File: src/common/arp_crypto_pkg.sv
// Shared definitions for the ARP crypto packet steering block.
// Holds the stream widths, classification constants, FSM state
// encodings, the stream beat struct, the two-way tdata union and
// the byte counting helper used on tkeep.
package arp_crypto_pkg;

   localparam int data_width  = 256;
   localparam int keep_width  = 32;
   localparam int tuser_width = 128;

   // Destination-port byte in tuser that tags a payload packet
   localparam logic [7:0]  store_ident  = 8'hFF;
   // Ethertype as it appears in the stream byte order
   localparam logic [15:0] arp_type     = 16'h0608;
   localparam logic [31:0] magic_word   = 32'hA5A5A5A5;
   localparam logic [31:0] max_chunk    = 32'd1436;
   localparam logic [15:0] hdr_overhead = 16'd64;

   localparam int in_depth_bits    = 2;
   localparam int store_depth_bits = 4;

   // One-hot steering states
   localparam logic [5:0] st_idle        = 6'b000001;
   localparam logic [5:0] st_to_store    = 6'b000010;
   localparam logic [5:0] st_pass        = 6'b000100;
   localparam logic [5:0] st_arp_meta    = 6'b001000;
   localparam logic [5:0] st_arp_drain   = 6'b010000;
   localparam logic [5:0] st_arp_payload = 6'b100000;

   typedef struct packed {
      logic [data_width-1:0]  tdata;
      logic [keep_width-1:0]  tkeep;
      logic [tuser_width-1:0] tuser;
      logic                   tlast;
   } axis_beat_t;

   typedef union packed {
      // Ethernet header as seen on the first beat
      struct packed {
         logic [143:0] pad;
         logic [15:0]  eth_type;
         logic [47:0]  src_mac;
         logic [47:0]  dst_mac;
      } eth_view;
      // Metadata beat inserted after the ARP header
      struct packed {
         logic [79:0] pad;
         logic [31:0] size;
         logic [31:0] offset;
         logic [31:0] magic;
         logic [79:0] carry;
      } meta_view;
   } beat_data_u;

   // Valid bytes in a contiguous tkeep
   function automatic logic [5:0] keep_count(input logic [keep_width-1:0] keep);
      logic [5:0] n;
      n = '0;
      for (int i = 0; i < keep_width; i++) begin
         n = n + 6'(keep[i]);
      end
      return n;
   endfunction

endpackage

File: src/rtl/stream_stats.sv
// Stream statistics.
// Counts packets in and out with a sticky overflow bit in bit 31,
// and tracks how many payload bytes sit in the store.
module stream_stats (
   input  logic                                axis_aclk,
   input  logic                                axis_resetn,
   input  logic                                clear_counters,
   input  logic                                in_last_fire,
   input  logic                                out_last_fire,
   input  logic                                store_wr,
   input  logic [arp_crypto_pkg::keep_width-1:0] store_wr_keep,
   input  logic                                store_rd,
   input  logic [arp_crypto_pkg::keep_width-1:0] store_rd_keep,
   output logic [31:0]                         pkt_in,
   output logic [31:0]                         pkt_out,
   output logic [15:0]                         stored_bytes
);
   import arp_crypto_pkg::*;

   logic [15:0] bytes_added;
   logic [15:0] bytes_removed;

   // Low 31 bits count, the top bit latches a wrap
   function automatic logic [31:0] bump(input logic [31:0] cnt);
      logic [31:0] nxt;
      nxt[30:0] = cnt[30:0] + 31'd1;
      nxt[31]   = cnt[31] | (&cnt[30:0]);
      return nxt;
   endfunction

   assign bytes_added   = store_wr ? 16'(keep_count(store_wr_keep)) : 16'd0;
   assign bytes_removed = store_rd ? 16'(keep_count(store_rd_keep)) : 16'd0;

   always_ff @(posedge axis_aclk) begin
      if (!axis_resetn) begin
         pkt_in       <= '0;
         pkt_out      <= '0;
         stored_bytes <= '0;
      end else begin
         if (clear_counters) begin
            pkt_in  <= '0;
            pkt_out <= '0;
         end else begin
            if (in_last_fire) begin
               pkt_in <= bump(pkt_in);
            end
            if (out_last_fire) begin
               pkt_out <= bump(pkt_out);
            end
         end
         stored_bytes <= stored_bytes + bytes_added - bytes_removed;
      end
   end

endmodule

File: config.mk
export PLATFORM = sky130hd
export DESIGN_NAME = stream_stats
export DESIGN_NICKNAME = d
export VERILOG_FILES = /design/src/common/arp_crypto_pkg.sv /design/src/rtl/stream_stats.sv
export SDC_FILE = /design/constraint.sdc
export NUM_CORES = 1
export LEC_CHECK = 0
export BUFFER_PORTS_ARGS = -buffer_cell sky130_fd_sc_hd__buf_2
export CAP_MARGIN = 20
export CORE_MARGIN = 2
export CORE_UTILIZATION = 34
export CTS_CLUSTER_DIAMETER = 40
export DETAILED_ROUTE_END_ITERATION = 10
export GPL_TIMING_DRIVEN = 0
export PLACE_DENSITY = 0.6
export SLEW_MARGIN = 15
export SYNTH_ARGS = -nofsm -noshare
export SYNTH_HDL_FRONTEND = slang
export SYNTH_SLANG_ARGS = --single-unit
File: constraint.sdc
create_clock -name axis_aclk -period 10.1 [get_ports axis_aclk]
set_clock_uncertainty 0.05 [all_clocks]
set_input_delay 2.02 -clock axis_aclk [delete_from_list [all_inputs] [get_ports axis_aclk]]
set_output_delay 2.02 -clock axis_aclk [all_outputs]
set_load 0.05 [all_outputs]
==> flow_summary.rst, run 1 <==
.. list-table::
   :header-rows: 1

   * - Metric
     - Value
   * - Max_cap viols
     - 0
   * - Share of final-layout standard cells stronger than drive strength 1
     - between 20% and 30%
   * - Adder-cell area share of the yosys netlist
     - 25.72%
   * - Area growth from synthesis to layout
     - 23.20%
   * - GR Util met2
     - 21.91%
   * - Routed wire length
     - 12060 um
   * - Total design power
     - 0.002878 W
   * - Number of antenna-violating nets in the routed design
     - 0
   * - EDFF count, synth
     - 0
   * - Leakage Power
     - 3.413 nW
   * - Combined global-route utilization of all metal layers
     - 13.73%
   * - Multi-input logic area
     - 3714 sq um
   * - Critical path startpoint category
     - input port
   * - Core Box Area
     - 16580 sq um
   * - Starting density of the core
     - 34.74%
   * - Endpoint of the most critical setup path
     - stored_bytes[14]$_SDFF_PN0_
   * - Main synth FF type
     - sky130_fd_sc_hd__dfxtp_1
   * - Count of yosys warnings during synthesis
     - 0
   * - CTS max path bufs
     - 2
   * - Maximum number of pins on one net before global-route repair
     - 15
   * - Cell area after technology mapping
     - 5761 sq um
   * - Post_cts resized
     - 0
   * - Post-synthesis average cell area
     - 8.973 sq um
   * - Number of hold violations in the final report
     - 0
   * - Antenna violations before repair
     - 0
   * - Required arrival time at the worst endpoint
     - about 10000 ps
   * - Synthesized-area fraction occupied by and/or/nand/nor cells
     - 21.24%
   * - Vias in the first global route
     - between 4000 and 5000
   * - Worst-path maximum fanout
     - 4
   * - Register Area
     - 1602 sq um
   * - Share of cell area taken by muxes after synthesis
     - under 10%
   * - Setup ws final
     - 1981 ps
   * - Die outline area
     - 18000 sq um
   * - Fmax
     - 123.2 MHz
   * - Clk Tree Root Cell
     - sky130_fd_sc_hd__clkbuf_16
   * - Critical setup path kind
     - input port to flop
   * - Fraction of met3 tracks used by global routing
     - 4.271%
   * - Peak ir drop on the vdd network
     - around 0.36 mV
   * - Share of the synthesized netlist area taken by xor and xnor gates
     - 8.818%
   * - Pins over their slew limit
     - 0
   * - Number of vias per cell
     - about 4.6
   * - Time the worst path needs with I/O delays and setup
     - 8119 ps
   * - Outcome
     - completed
   * - Routed wirelength normalized by instance count
     - 11.75 um
   * - Final period utilization
     - 80.39%
   * - Share of flip-flops with an asynchronous set or reset
     - 0%
   * - Final net count
     - 959
   * - Port Buf Inserts
     - 149
   * - Non-filler instance count after layout
     - 1026
   * - Post-CTS Setup Inserts
     - 0
   * - Worst-margin pin slew
     - 614.0 ps
   * - Number of antenna cells inserted
     - 0
   * - Start of the worst register-to-register path
     - stored_bytes[1]$_SDFF_PN0_
   * - Data arrival time of the critical path
     - 8330 ps
   * - Die Wd
     - 134.2 um
   * - Startpoint of the worst setup timing path
     - store_rd_keep[0]
   * - Deepest level of the CTS H-tree
     - 3
   * - Hold WC Path Type
     - flop to flop
   * - Sequential fraction of the synthesis area
     - between 20% and 30%
   * - Layer with the highest usage
     - met2
   * - Final standard cell area without fillers
     - a little over 7000 sq um
   * - DRC Markers
     - 0
   * - Pre-antenna DRT Iters
     - 4
   * - Largest family of logic cells by synthesized area
     - adder cells
   * - Setup total negative slack
     - 0 ps
   * - Total instance count after detailed placement
     - 1011
   * - Setup violators final
     - 0
   * - TritonCTS clock tree
     - done
   * - Endpoint of the worst-slack reg-to-reg timing path
     - stored_bytes[14]$_SDFF_PN0_
   * - Total half-perimeter wirelength after legalization and detailed placement
     - 9689 um
   * - Fill cells
     - ~1700
   * - Met1 track demand over resource in global routing
     - 18.02%
   * - Synthesis-stage register bit count
     - 80
   * - Global-route wire length before repair
     - 20410 um
   * - Unrepaired setup endpoints after global routing
     - false
   * - Area fraction in compound gates after synthesis
     - 7.646%
   * - Minimum setup slack among reg-to-reg paths
     - 7440 ps
   * - CP Capture Type
     - flop
   * - DP Area
     - 6782 sq um
   * - Post-placement worst setup slack
     - between 1500 and 2000 ps
   * - Number of cells traversed by the worst register-to-register path
     - 8
   * - Areal power density over the cells
     - 405.6 nW/um^2
   * - Net count after synthesis
     - around 800
   * - Total overflow reported by the global router
     - 0
   * - Number of design-rule violations left by the first detailed-router iteration
     - roughly 130
   * - Number of distinct library cells after synthesis
     - 49
   * - Final weighted congestion in routability-driven placement
     - 0.7962
   * - Top Ports
     - ~150
   * - Number of buffers inserted during clock tree synthesis
     - 9
   * - Vias
     - 4689
   * - Max-slew headroom at the worst pin
     - 58.91%
   * - Std-Cell Rows
     - 47
   * - Clock latency of the later-clocked register in the worst-skew pair
     - 330 ps
   * - Clock transition time at the flip-flop clock pins of the worst setup and hold paths
     - approximately 50 ps
   * - Number of standard cells after synthesis
     - between 600 and 700
   * - DIE HEIGHT
     - 134.2 um
   * - Cts hold-fix bufs
     - 0
   * - Clock Sinks
     - 80
[kinds of logic after synthesis]
kind of cell             after synthesis
AND/OR/NAND/NOR                      231
buffers and inverters                113
adder cells (fa/ha/maj)               86
flip-flops                            80
AO/OA/AOI/OAI                         68
XOR/XNOR                              58
multiplexers                           6
[cell usage after synthesis (5+ instances only)]
cell / number / area (sq um)
sky130_fd_sc_hd__o21ai_0: 11 / 55.05
sky130_fd_sc_hd__mux2i_1: 6 / 60.06
sky130_fd_sc_hd__nor2_1: 72 / 270.3
sky130_fd_sc_hd__nor3_1: 9 / 45.04
sky130_fd_sc_hd__nand3_1: 21 / 105.1
sky130_fd_sc_hd__dfxtp_1: 80 / 1602
sky130_fd_sc_hd__ha_1: 32 / 400.4
sky130_fd_sc_hd__and4_1: 7 / 61.31
sky130_fd_sc_hd__xnor2_1: 26 / 227.7
sky130_fd_sc_hd__nand4_1: 20 / 125.1
sky130_fd_sc_hd__inv_1: 97 / 364.1
sky130_fd_sc_hd__nand2_1: 39 / 146.4
sky130_fd_sc_hd__a211oi_1: 6 / 45.04
sky130_fd_sc_hd__or3_1: 7 / 43.79
sky130_fd_sc_hd__o21a_1: 7 / 52.55
sky130_fd_sc_hd__and2_1: 7 / 43.79
sky130_fd_sc_hd__nand2b_1: 5 / 31.28
sky130_fd_sc_hd__a21o_1: 8 / 60.06
sky130_fd_sc_hd__or4_1: 5 / 37.54
sky130_fd_sc_hd__a21oi_1: 20 / 100.1
sky130_fd_sc_hd__o211ai_1: 6 / 45.04
sky130_fd_sc_hd__xor2_1: 32 / 280.3
sky130_fd_sc_hd__fa_1: 54 / 1081
sky130_fd_sc_hd__nor2b_1: 7 / 43.79
sky130_fd_sc_hd__nor4_1: 5 / 31.28
sky130_fd_sc_hd__and3_1: 12 / 75.07
[worst min path at each step]
| stage | endpoint | slack [ps] | startpoint | cells after the start |
|---|---|---|---|---|
| 3_5_place_dp | pkt_in[31]$_SDFFE_PP0P_ | 400 | pkt_in[31]$_SDFFE_PP0P_ | 2 |
| 3_3_place_gp | pkt_out[31]$_SDFFE_PP0P_ | 390 | pkt_out[31]$_SDFFE_PP0P_ | 1 |
| 2_1_floorplan | pkt_in[31]$_SDFFE_PP0P_ | 620 | pkt_in[31]$_SDFFE_PP0P_ | 2 |
| 6_report | pkt_in[31]$_SDFFE_PP0P_ | 410 | pkt_in[31]$_SDFFE_PP0P_ | 2 |
| 4_1_cts | pkt_in[31]$_SDFFE_PP0P_ | 410 | pkt_in[31]$_SDFFE_PP0P_ | 2 |
| 5_1_grt | pkt_out[31]$_SDFFE_PP0P_ | 440 | pkt_out[31]$_SDFFE_PP0P_ | 1 |
[worst max-delay path, cell delays in order]
cell and delay [ps]:
sky130_fd_sc_hd__buf_2 80, sky130_fd_sc_hd__inv_1 40, sky130_fd_sc_hd__fa_1 530, sky130_fd_sc_hd__inv_1 50, sky130_fd_sc_hd__fa_1 530, sky130_fd_sc_hd__fa_1 450
sky130_fd_sc_hd__fa_1 500, sky130_fd_sc_hd__fa_1 510, sky130_fd_sc_hd__inv_1 50, sky130_fd_sc_hd__fa_1 420, sky130_fd_sc_hd__inv_1 70, sky130_fd_sc_hd__ha_1 160
sky130_fd_sc_hd__inv_1 60, sky130_fd_sc_hd__fa_1 390, sky130_fd_sc_hd__inv_1 70, sky130_fd_sc_hd__a21o_1 100, sky130_fd_sc_hd__a21oi_1 70, sky130_fd_sc_hd__xnor2_1 120
sky130_fd_sc_hd__and2_1 170, sky130_fd_sc_hd__fa_1 500, sky130_fd_sc_hd__inv_1 40, sky130_fd_sc_hd__ha_1 330, sky130_fd_sc_hd__o21a_1 130, sky130_fd_sc_hd__o31a_1 220
sky130_fd_sc_hd__a211oi_2 140, sky130_fd_sc_hd__o311ai_1 370, sky130_fd_sc_hd__mux2i_1 220
[per-stage QoR]
| step | hold slack [ps] | utilization (%) |
|---|---|---|
| 2_1_floorplan | 621.3 | - |
| 3_3_place_gp | 393.2 | 40.89 |
| 3_5_place_dp | 397.8 | 40.89 |
| 4_1_cts | 414.5 | 42.79 |
| 5_1_grt | 437.1 | 42.79 |
| 6_report | 409.5 | 42.79 |
[state kept, by name, summed over array words and instances (netlist names)]
signal,flops
pkt_in,32
stored_bytes,16
pkt_out,32
[layout make-up]
type	instances	share of cell area, %
multi-input combinational	449	52.33
buffer	16	1.146
clock buffer	9	3.173
sequential	80	22.57
tap	220	3.879
timing repair buffer	149	10.51
clock inverter	6	1.269
inverter	97	5.130
[layer usage]
metal,share of wire [%],wire length [um]
met1,46,5565
met2,47,5610
met3,5.8,703
met4,1.5,180
met5,0,0
[cell usage in the layout (no fill, tap or decap), types with 7 or more instances in the layout]
cell type,Yosys,layout
sky130_fd_sc_hd__or3_1,7,7
sky130_fd_sc_hd__and4_1,7,7
sky130_fd_sc_hd__xor2_1,32,32
sky130_fd_sc_hd__o21ai_0,11,11
sky130_fd_sc_hd__nor3_1,9,9
sky130_fd_sc_hd__a21o_1,8,8
sky130_fd_sc_hd__nand2_1,39,39
sky130_fd_sc_hd__inv_1,97,97
sky130_fd_sc_hd__nor2b_1,7,7
sky130_fd_sc_hd__nor2_1,72,72
sky130_fd_sc_hd__fa_1,54,54
sky130_fd_sc_hd__buf_2,4,153
sky130_fd_sc_hd__and3_1,12,12
sky130_fd_sc_hd__a21oi_1,20,20
sky130_fd_sc_hd__ha_1,32,32
sky130_fd_sc_hd__xnor2_1,26,26
sky130_fd_sc_hd__dfxtp_1,80,80
sky130_fd_sc_hd__clkbuf_16,0,9
sky130_fd_sc_hd__o21a_1,7,7
sky130_fd_sc_hd__nand4_1,20,20
sky130_fd_sc_hd__nand3_1,21,21
sky130_fd_sc_hd__and2_1,7,7
[where the power goes]
group	switching, W	internal [W]	leakage (nW)
Combinational	0.00121	0.000937	2.61
Sequential	0.0000202	0.000359	0.649
Clock	0.000136	0.000216	0.152
Total	0.00137	0.00151	3.41
Power figures use the tool's default switching activity.
==> run 2: changes to the inputs <==
PLACE_DENSITY = 0.62   (was 0.6)
clock period = 6.9 ns   (was 10.1 ns; I/O delays follow)
==> run 2 against run 1 <==
Net effect: critical path depth down 1; non-clock buffer count up 9; wire length up 4.8%; critical endpoint is now stored_bytes[10]$_SDFF_PN0_; sequential share of layout area down 0.89 points; cell count up 0.88%; global-route usage up 0.93 points; worst hold slack better by 7.9 ps; sequential cell count unchanged; the run now ends with negative setup slack left; worst setup slack worse by 2400 ps.
==> flow_summary.rst, run 2 (synthesis gave the netlist of run 1 again) <==
.. list-table::
   :header-rows: 1

   * - Metric
     - Value
   * - Clk Tree Root Cell
     - sky130_fd_sc_hd__clkbuf_16
   * - Startpoint of the worst setup timing path
     - store_wr_keep[0]
   * - Combined global-route utilization of all metal layers
     - 14.66% (+0.93 points)
   * - Final net count
     - 968 (+0.94%)
   * - Unrepaired setup endpoints after global routing
     - true
   * - Time the worst path needs with I/O delays and setup
     - 7292 ps
   * - Max-slew headroom at the worst pin
     - 60.11% (+1.2 points)
   * - Endpoint of the worst-slack reg-to-reg timing path
     - stored_bytes[14]$_SDFF_PN0_
   * - Clock latency of the later-clocked register in the worst-skew pair
     - 340 ps (about the same)
   * - Violated checks
     - negative setup slack
   * - Most frequent cells in the layout
     - sky130_fd_sc_hd__buf_2 (150), sky130_fd_sc_hd__inv_1 (84), sky130_fd_sc_hd__dfxtp_1 (80), sky130_fd_sc_hd__nor2_1 (71), sky130_fd_sc_hd__fa_1 (49)
   * - Hold WC Path Type
     - flop to flop
   * - Worst hold slack across all endpoints
     - 417.4 ps (+7.885 ps)
   * - Die outline area
     - 18000 sq um (unchanged)
   * - Slowest stage cell on the critical path
     - sky130_fd_sc_hd__fa_1
   * - Worst-margin pin slew
     - 596.2 ps (-17.84 ps)
   * - Number of hold violations in the final report
     - 0 (unchanged)
   * - Routed wirelength normalized by instance count
     - 12.21 um (+3.9%)
   * - Antenna violations before repair
     - 0 (unchanged)
   * - Critical path startpoint category
     - input port
   * - Deepest level of the CTS H-tree
     - 3 (unchanged)
   * - Area growth from synthesis to layout
     - 28.28%
   * - Worst path top cell family by delay
     - adder cells
   * - Top cell by count, worst path
     - sky130_fd_sc_hd__fa_1
   * - Total half-perimeter wirelength after legalization and detailed placement
     - 9983 um (+3.0%)
   * - DIE HEIGHT
     - 134.2 um (unchanged)
   * - Setup ws final
     - -391.6 ps (-2372 ps)
   * - Std-Cell Rows
     - 47 (unchanged)
   * - Outcome
     - complete, but fails checks
   * - Worst Hold Endpoint
     - pkt_in[31]$_SDFFE_PP0P_
   * - Number of design-rule violations left by the first detailed-router iteration
     - 162 (+22%)
   * - Critical setup path kind
     - input port to flop
   * - Min-Delay Path Depth
     - 2 (unchanged)
   * - Clock Sinks
     - 80 (unchanged)
   * - Max_cap viols
     - 0 (unchanged)
   * - Required arrival time at the worst endpoint
     - 7060 ps (-3250 ps)
   * - Port Buf Inserts
     - 149 (unchanged)
   * - Final weighted congestion in routability-driven placement
     - 0.8250 (+3.6%)
   * - Number of antenna-violating nets in the routed design
     - 0 (unchanged)
   * - Worst-path maximum fanout
     - 4 (unchanged)
   * - Number of antenna cells inserted
     - 0 (unchanged)
   * - Worst stage delay on the critical path
     - 560 ps (+30 ps)
   * - Global-route wire length before repair
     - 21470 um (+5.2%)
   * - Top Ports
     - 151 (unchanged)
   * - Clock transition time at the flip-flop clock pins of the worst setup and hold paths
     - 60 ps (about the same)
   * - Share of final-layout standard cells stronger than drive strength 1
     - 29.94% (+7.0 points)
   * - Start of the worst register-to-register path
     - stored_bytes[1]$_SDFF_PN0_
   * - Top Registers
     - pkt_in x32, pkt_out x32, stored_bytes x16
   * - TritonCTS clock tree
     - done
   * - Maximum number of pins on one net before global-route repair
     - 13 (-2)
   * - Minimum setup slack among reg-to-reg paths
     - 4410 ps (-3030 ps)
   * - Number of cells traversed by the worst register-to-register path
     - 8 (unchanged)
   * - Post-placement worst setup slack
     - -979.9 ps (-2562 ps)
   * - CP Capture Type
     - flop
   * - Cts hold-fix bufs
     - 0 (unchanged)
   * - Setup violators final
     - 12 (+12)
   * - Vias
     - 4803 (+2.4%)
   * - Routed wire length
     - 12640 um (+4.8%)
   * - Vias in the first global route
     - 4595 (+2.8%)
   * - DRC Markers
     - 0 (unchanged)
   * - Die Wd
     - 134.2 um (unchanged)
   * - Final period utilization
     - 105.7%
   * - Hold Path Origin
     - pkt_in[31]$_SDFFE_PP0P_
   * - Data arrival time of the critical path
     - 7450 ps (-880 ps)
   * - Fill cells
     - 1643 (-4.4%)
   * - Most common cell after layout, fill and taps aside
     - sky130_fd_sc_hd__buf_2
   * - Core Box Area
     - 16580 sq um (unchanged)
   * - Pre-antenna DRT Iters
     - 4 (unchanged)
   * - Starting density of the core
     - 34.74% (unchanged)
   * - Number of vias per cell
     - 4.641 (+1.5%)
   * - Total overflow reported by the global router
     - 0 (unchanged)
   * - CTS max path bufs
     - 2 (unchanged)
   * - Fmax
     - between 100 and 150 MHz
   * - Pins over their slew limit
     - 0 (unchanged)
   * - Number of buffers inserted during clock tree synthesis
     - 9 (unchanged)
   * - Critical path buffers and inverters
     - 9 (+1)
[run 2: cell types whose count changed in the layout (fill, tap and decap cells not counted), sizes merged]
| cell | delta |
|---|---|
| buf | +9 |
| clkbuf | +3 |
| bufinv | -2 |
| clkinv | +2 |
| inv | -2 |
| clkinvlp | -1 |
[run 2: worst max-delay path by stage]
| stage | slack (ps) | cells after the start | endpoint |
|---|---|---|---|
| after floorplan | -430 | 26 | stored_bytes[14]$_SDFF_PN0_ |
| after global placement | -940 | 27 | stored_bytes[14]$_SDFF_PN0_ |
| after detailed placement | -980 | 27 | stored_bytes[14]$_SDFF_PN0_ |
| after CTS | -410 | 27 | stored_bytes[14]$_SDFF_PN0_ |
| after global routing | -660 | 27 | stored_bytes[14]$_SDFF_PN0_ |
| final | -390 | 26 | stored_bytes[10]$_SDFF_PN0_ |
[run 2: layout make-up]
cell class / count / area, sq um / area share, %
clock buffer: 12 / 246.5 / 3.336
clock inverter: 3 / 18.77 / 0.2540
buffer: 16 / 81.33 / 1.101
timing repair buffer: 158 / 843.3 / 11.41
multi-input combinational: 449 / 3951 / 53.47
tap: 220 / 275.3 / 3.725
sequential: 80 / 1602 / 21.67
inverter: 97 / 371.6 / 5.029
[run 2: what timing repair did]
item                                   in CTS  in global routing
buffers inserted                            5                  4
resized for setup                          30                 19
pin swaps                                  28                  9
setup endpoints to repair                  12                 13
endpoints found under the hold margin       0                  0
[run 2: worst min-delay path, cell delays in order, from the launching register on]
cell and delay (ps):
sky130_fd_sc_hd__dfxtp_1 310, sky130_fd_sc_hd__nand2_1 60, sky130_fd_sc_hd__o31ai_1 60
[run 2: metal layers]
| metal | global-route usage [%] | routed length, um | part of all wire (%) | vias to the layer above |
|---|---|---|---|---|
| met3 | 3.817 | 791 | 6.3 | 20 |
| met5 | 0 | 0 | 0 | - |
| met1 | 19.75 | 5812 | 46 | 2207 |
| met4 | 4.678 | 206 | 1.6 | 0 |
| li1 | - | - | - | 2454 |
| met2 | 23.02 | 5827 | 46 | 122 |
[run 2: per-stage QoR]
| step | instance area, sq um | setup TNS [ps] | util, % | std cells |
|---|---|---|---|---|
| after detailed placement | 6868 | -9517 | 41.41 | 1011 |
| after floorplan | 5847 | -3254 | - | 642 |
| after global placement | 6868 | -8853 | 41.41 | 1011 |
| final | 7390 | -3371 | 44.56 | 1035 |
| after global routing | 7390 | -6380 | 44.56 | 1035 |
| after CTS | 7287 | -3514 | 43.94 | 1031 |
Power of run 2 is left out: the tool's default activity adds up to more than one toggle a clock period on the data nets, which glitch-free logic cannot reach.
==> run 3: changes to the inputs <==
ABC_AREA = 1   (was unset)
PLACE_DENSITY = 0.61   (was 0.62)
==> run 3 against run 2 <==
Net effect: the run now ends clean; die area is 12% higher; non-clock buffer count shrank 14; register-to-register slack improved by 290 ps; critical path depth up 6; worst hold slack lost 17 ps; fmax rose by 6.0%; core utilization is 1.3 points lower; first-iteration DRC count grew 21%; wire length is 25% higher; highest routed layer unchanged.
==> flow_summary.rst, run 3 <==
.. list-table::
   :header-rows: 1

   * - Metric
     - Value
   * - Outcome
     - completed
   * - Fill cells
     - 1948 (+19%)
   * - Std-Cell Rows
     - 50 (+6.4%)
   * - Vias
     - 6047 (+26%)
   * - Total instance count after detailed placement
     - 1313 (+30%)
   * - Endpoint of the worst-slack reg-to-reg timing path
     - stored_bytes[11]$_SDFF_PN0_
   * - Required arrival time at the worst endpoint
     - 7120 ps (+60 ps)
   * - Number of buffers inserted during clock tree synthesis
     - 9 (unchanged)
   * - Multi-input logic area
     - 4288 sq um (+8.5%)
   * - DIE HEIGHT
     - 141.7 um (+5.6%)
   * - Maximum number of pins on one net before global-route repair
     - 15 (+2)
   * - Clock latency of the later-clocked register in the worst-skew pair
     - 350 ps (about the same)
   * - Vias in the first global route
     - 5729 (+25%)
   * - Share of flip-flops with an asynchronous set or reset
     - 0% (unchanged)
   * - Number of cells traversed by the worst register-to-register path
     - 12 (+4)
   * - Worst stage delay on the critical path
     - 600 ps (+40 ps)
   * - Setup violators final
     - 0 (-12)
   * - Total overflow reported by the global router
     - 0 (unchanged)
   * - Core Box Area
     - 18640 sq um (+12%)
   * - Cell taking the most area after synthesis
     - sky130_fd_sc_hd__dfxtp_1
   * - Die Wd
     - 141.7 um (+5.6%)
   * - Top Ports
     - 151 (unchanged)
   * - Cts hold-fix bufs
     - 0 (unchanged)
   * - Leading post-synthesis cells by cell area
     - sky130_fd_sc_hd__dfxtp_1 (25%), sky130_fd_sc_hd__fa_1 (17%), sky130_fd_sc_hd__nand2_1 (12%)
   * - Max_cap viols
     - 0 (unchanged)
   * - Yosys top cell area share
     - 24.84% (-3.0 points)
   * - Startpoint of the worst setup timing path
     - store_wr_keep[1]
   * - Most frequent cells in the layout
     - sky130_fd_sc_hd__nand2_1 (194), sky130_fd_sc_hd__inv_1 (180), sky130_fd_sc_hd__buf_2 (149), sky130_fd_sc_hd__nor2_1 (112), sky130_fd_sc_hd__dfxtp_1 (80)
   * - Time the worst path needs with I/O delays and setup
     - 6881 ps (-410.1 ps)
   * - Top Registers
     - pkt_in x32, pkt_out x32, stored_bytes x16
   * - Critical setup path kind
     - input port to flop
   * - Max-slew headroom at the worst pin
     - 60.86% (+0.75 points)
   * - Global-route wire length before repair
     - 26280 um (+22%)
   * - Fmax
     - 145.3 MHz (+6.0%)
   * - Worst-margin pin slew
     - 587.1 ps (-9.063 ps)
   * - Synthesis-stage register bit count
     - 80 (unchanged)
   * - Non-filler instance count after layout
     - 1332 (+29%)
   * - Area growth from synthesis to layout
     - 25.21%
   * - Final period utilization
     - 99.73% (-5.9 points)
   * - TritonCTS clock tree
     - done
   * - Clock Sinks
     - 80 (unchanged)
   * - Number of standard cells after synthesis
     - 930 (+45%)
   * - Routed wire length
     - 15850 um (+25%)
   * - Most frequent cell after synthesis
     - sky130_fd_sc_hd__nand2_1
   * - Count of yosys warnings during synthesis
     - 0 (unchanged)
   * - Pins over their slew limit
     - 0 (unchanged)
   * - Commonest cells post-synth
     - sky130_fd_sc_hd__nand2_1 (212), sky130_fd_sc_hd__inv_1 (199), sky130_fd_sc_hd__nor2_1 (115)
   * - Number of vias per cell
     - 4.540 (-2.2%)
   * - Cell area after technology mapping
     - 6446 sq um (+12%)
   * - Combined global-route utilization of all metal layers
     - 16.15% (+1.5 points)
   * - DRC Markers
     - 0 (unchanged)
   * - Antenna violations before repair
     - 0 (unchanged)
   * - Main synth FF type
     - sky130_fd_sc_hd__dfxtp_1
   * - Sequential fraction of the synthesis area
     - 24.84% (-3.0 points)
   * - Die outline area
     - 20080 sq um (+12%)
   * - Most common cell after layout, fill and taps aside
     - sky130_fd_sc_hd__nand2_1
   * - Worst hold slack across all endpoints
     - 399.9 ps (-17.43 ps)
   * - Hold WC Path Type
     - flop to flop
   * - Critical path startpoint category
     - input port
   * - Port Buf Inserts
     - 149 (unchanged)
   * - Unrepaired setup endpoints after global routing
     - true
   * - CP Capture Type
     - flop
   * - Start of the worst register-to-register path
     - stored_bytes[2]$_SDFF_PN0_
   * - Number of antenna-violating nets in the routed design
     - 0 (unchanged)
   * - Minimum setup slack among reg-to-reg paths
     - 4700 ps (+290 ps)
   * - Final net count
     - 1250 (+29%)
   * - Final weighted congestion in routability-driven placement
     - 0.8495 (+3.0%)
   * - Pre-antenna DRT Iters
     - 5 (+1)
   * - Critical path buffers and inverters
     - 9 (unchanged)
   * - Clock transition time at the flip-flop clock pins of the worst setup and hold paths
     - 70 ps (about the same)
   * - Clk Tree Root Cell
     - sky130_fd_sc_hd__clkbuf_16
   * - Data arrival time of the critical path
     - 7110 ps (-340 ps)
   * - Layout Utilization
     - 43.30% (-1.3 points)
   * - Total half-perimeter wirelength after legalization and detailed placement
     - 12810 um (+28%)
   * - Worst Hold Endpoint
     - pkt_out[31]$_SDFFE_PP0P_
   * - Min-Delay Path Depth
     - 2 (unchanged)
   * - Number of design-rule violations left by the first detailed-router iteration
     - 196 (+21%)
   * - Worst-path maximum fanout
     - 5 (+1)
   * - CTS max path bufs
     - 2 (unchanged)
   * - EDFF count, synth
     - 0 (unchanged)
   * - Number of hold violations in the final report
     - 0 (unchanged)
   * - Worst path top cell family by delay
     - adder cells
   * - Starting density of the core
     - 34.58% (-0.16 points)
   * - Hold Path Origin
     - pkt_out[31]$_SDFFE_PP0P_
   * - Routed wirelength normalized by instance count
     - 11.90 um (-2.5%)
   * - Register Area
     - 1602 sq um (unchanged)
   * - Share of final-layout standard cells stronger than drive strength 1
     - 26.34% (-3.6 points)
   * - Post-synthesis average cell area
     - 6.931 sq um (-23%)
   * - Deepest level of the CTS H-tree
     - 3 (unchanged)
   * - Number of distinct library cells after synthesis
     - 33 (-33%)
   * - Slowest stage cell on the critical path
     - sky130_fd_sc_hd__fa_2
   * - Net count after synthesis
     - 1087 (+36%)
-- run 3: cell count changes after synthesis, moves of 23 or more --
cell	delta
sky130_fd_sc_hd__nand2_1	+173
sky130_fd_sc_hd__inv_1	+102
sky130_fd_sc_hd__nor2_1	+43
sky130_fd_sc_hd__a21oi_1	+37
sky130_fd_sc_hd__nand3_1	+35
sky130_fd_sc_hd__xor2_1	-27
sky130_fd_sc_hd__xnor2_1	-23
-- run 3: routing by layer --
layer	track usage (%)	share of wire, %	up-vias
met5	0	0	-
met4	3.421	1.2	0
met3	4.151	5.0	13
met2	27.26	47	112
met1	20.94	47	2750
li1	-	-	3172
-- run 3: metrics by stage --
stage	worst slack [ps]	TNS (ps)	area, sq um
2_1_floorplan	-3.633	-3.633	6481
3_3_place_gp	-551.5	-5482	7520
3_5_place_dp	-586.7	-5746	7520
4_1_cts	-13.66	-26.50	7864
5_1_grt	-261.9	-1721	8069
6_report	18.52	0	8071
-- run 3: how the worst max path moves through the flow --
stage	end	slack, ps	cells after the start
2_1_floorplan	stored_bytes[14]$_SDFF_PN0_	-4	31
3_3_place_gp	stored_bytes[11]$_SDFF_PN0_	-550	28
3_5_place_dp	stored_bytes[11]$_SDFF_PN0_	-590	28
4_1_cts	stored_bytes[14]$_SDFF_PN0_	-10	31
5_1_grt	stored_bytes[15]$_SDFF_PN0_	-260	31
6_report	stored_bytes[11]$_SDFF_PN0_	20	32
-- run 3: layout make-up --
type	instances	share of cell area [%]
Buffer	8	0.6356
Antenna cell	1	0.03100
Clock buffer	10	2.961
Clock inverter	5	0.5115
Inverter	203	9.471
Tap cell	234	3.627
Sequential cell	80	19.84
Multi-Input combinational cell	639	53.12
Timing Repair Buffer	152	9.797
-- run 3: cells by family (layout without fill, tap and decap cells) --
group	Yosys count	in the layout	share of synthesized area, %
and+or+nand+nor	454	454	31.15
buffers and inverters	211	378	12.62
AOI/OAI and AO/OA	91	91	7.318
adders and majority gates	86	86	22.98
DFF	80	80	24.84
xor gates and xnor gates	8	8	1.087
other	0	1	0
-- run 3: worst reg2reg max path: stages, from the launching register on --
cell,delay [ps]
sky130_fd_sc_hd__dfxtp_1,330
sky130_fd_sc_hd__inv_1,60
sky130_fd_sc_hd__fa_1,550
sky130_fd_sc_hd__inv_2,50
sky130_fd_sc_hd__ha_4,240
sky130_fd_sc_hd__or2_2,310
sky130_fd_sc_hd__nand3_1,110
sky130_fd_sc_hd__nand2_2,100
sky130_fd_sc_hd__nand2_2,80
sky130_fd_sc_hd__nand2_1,40
sky130_fd_sc_hd__nand2_1,50
sky130_fd_sc_hd__inv_1,40
sky130_fd_sc_hd__nor2_2,130
-- run 3: timing repair --
| item | in CTS | in global routing |
|---|---|---|
| buffers inserted | 0 | 3 |
| resized for setup | 15 | 59 |
| setup endpoints to repair | 11 | 12 |
| pin swaps | 7 | 28 |
Power of run 3 is left out for the same reason.
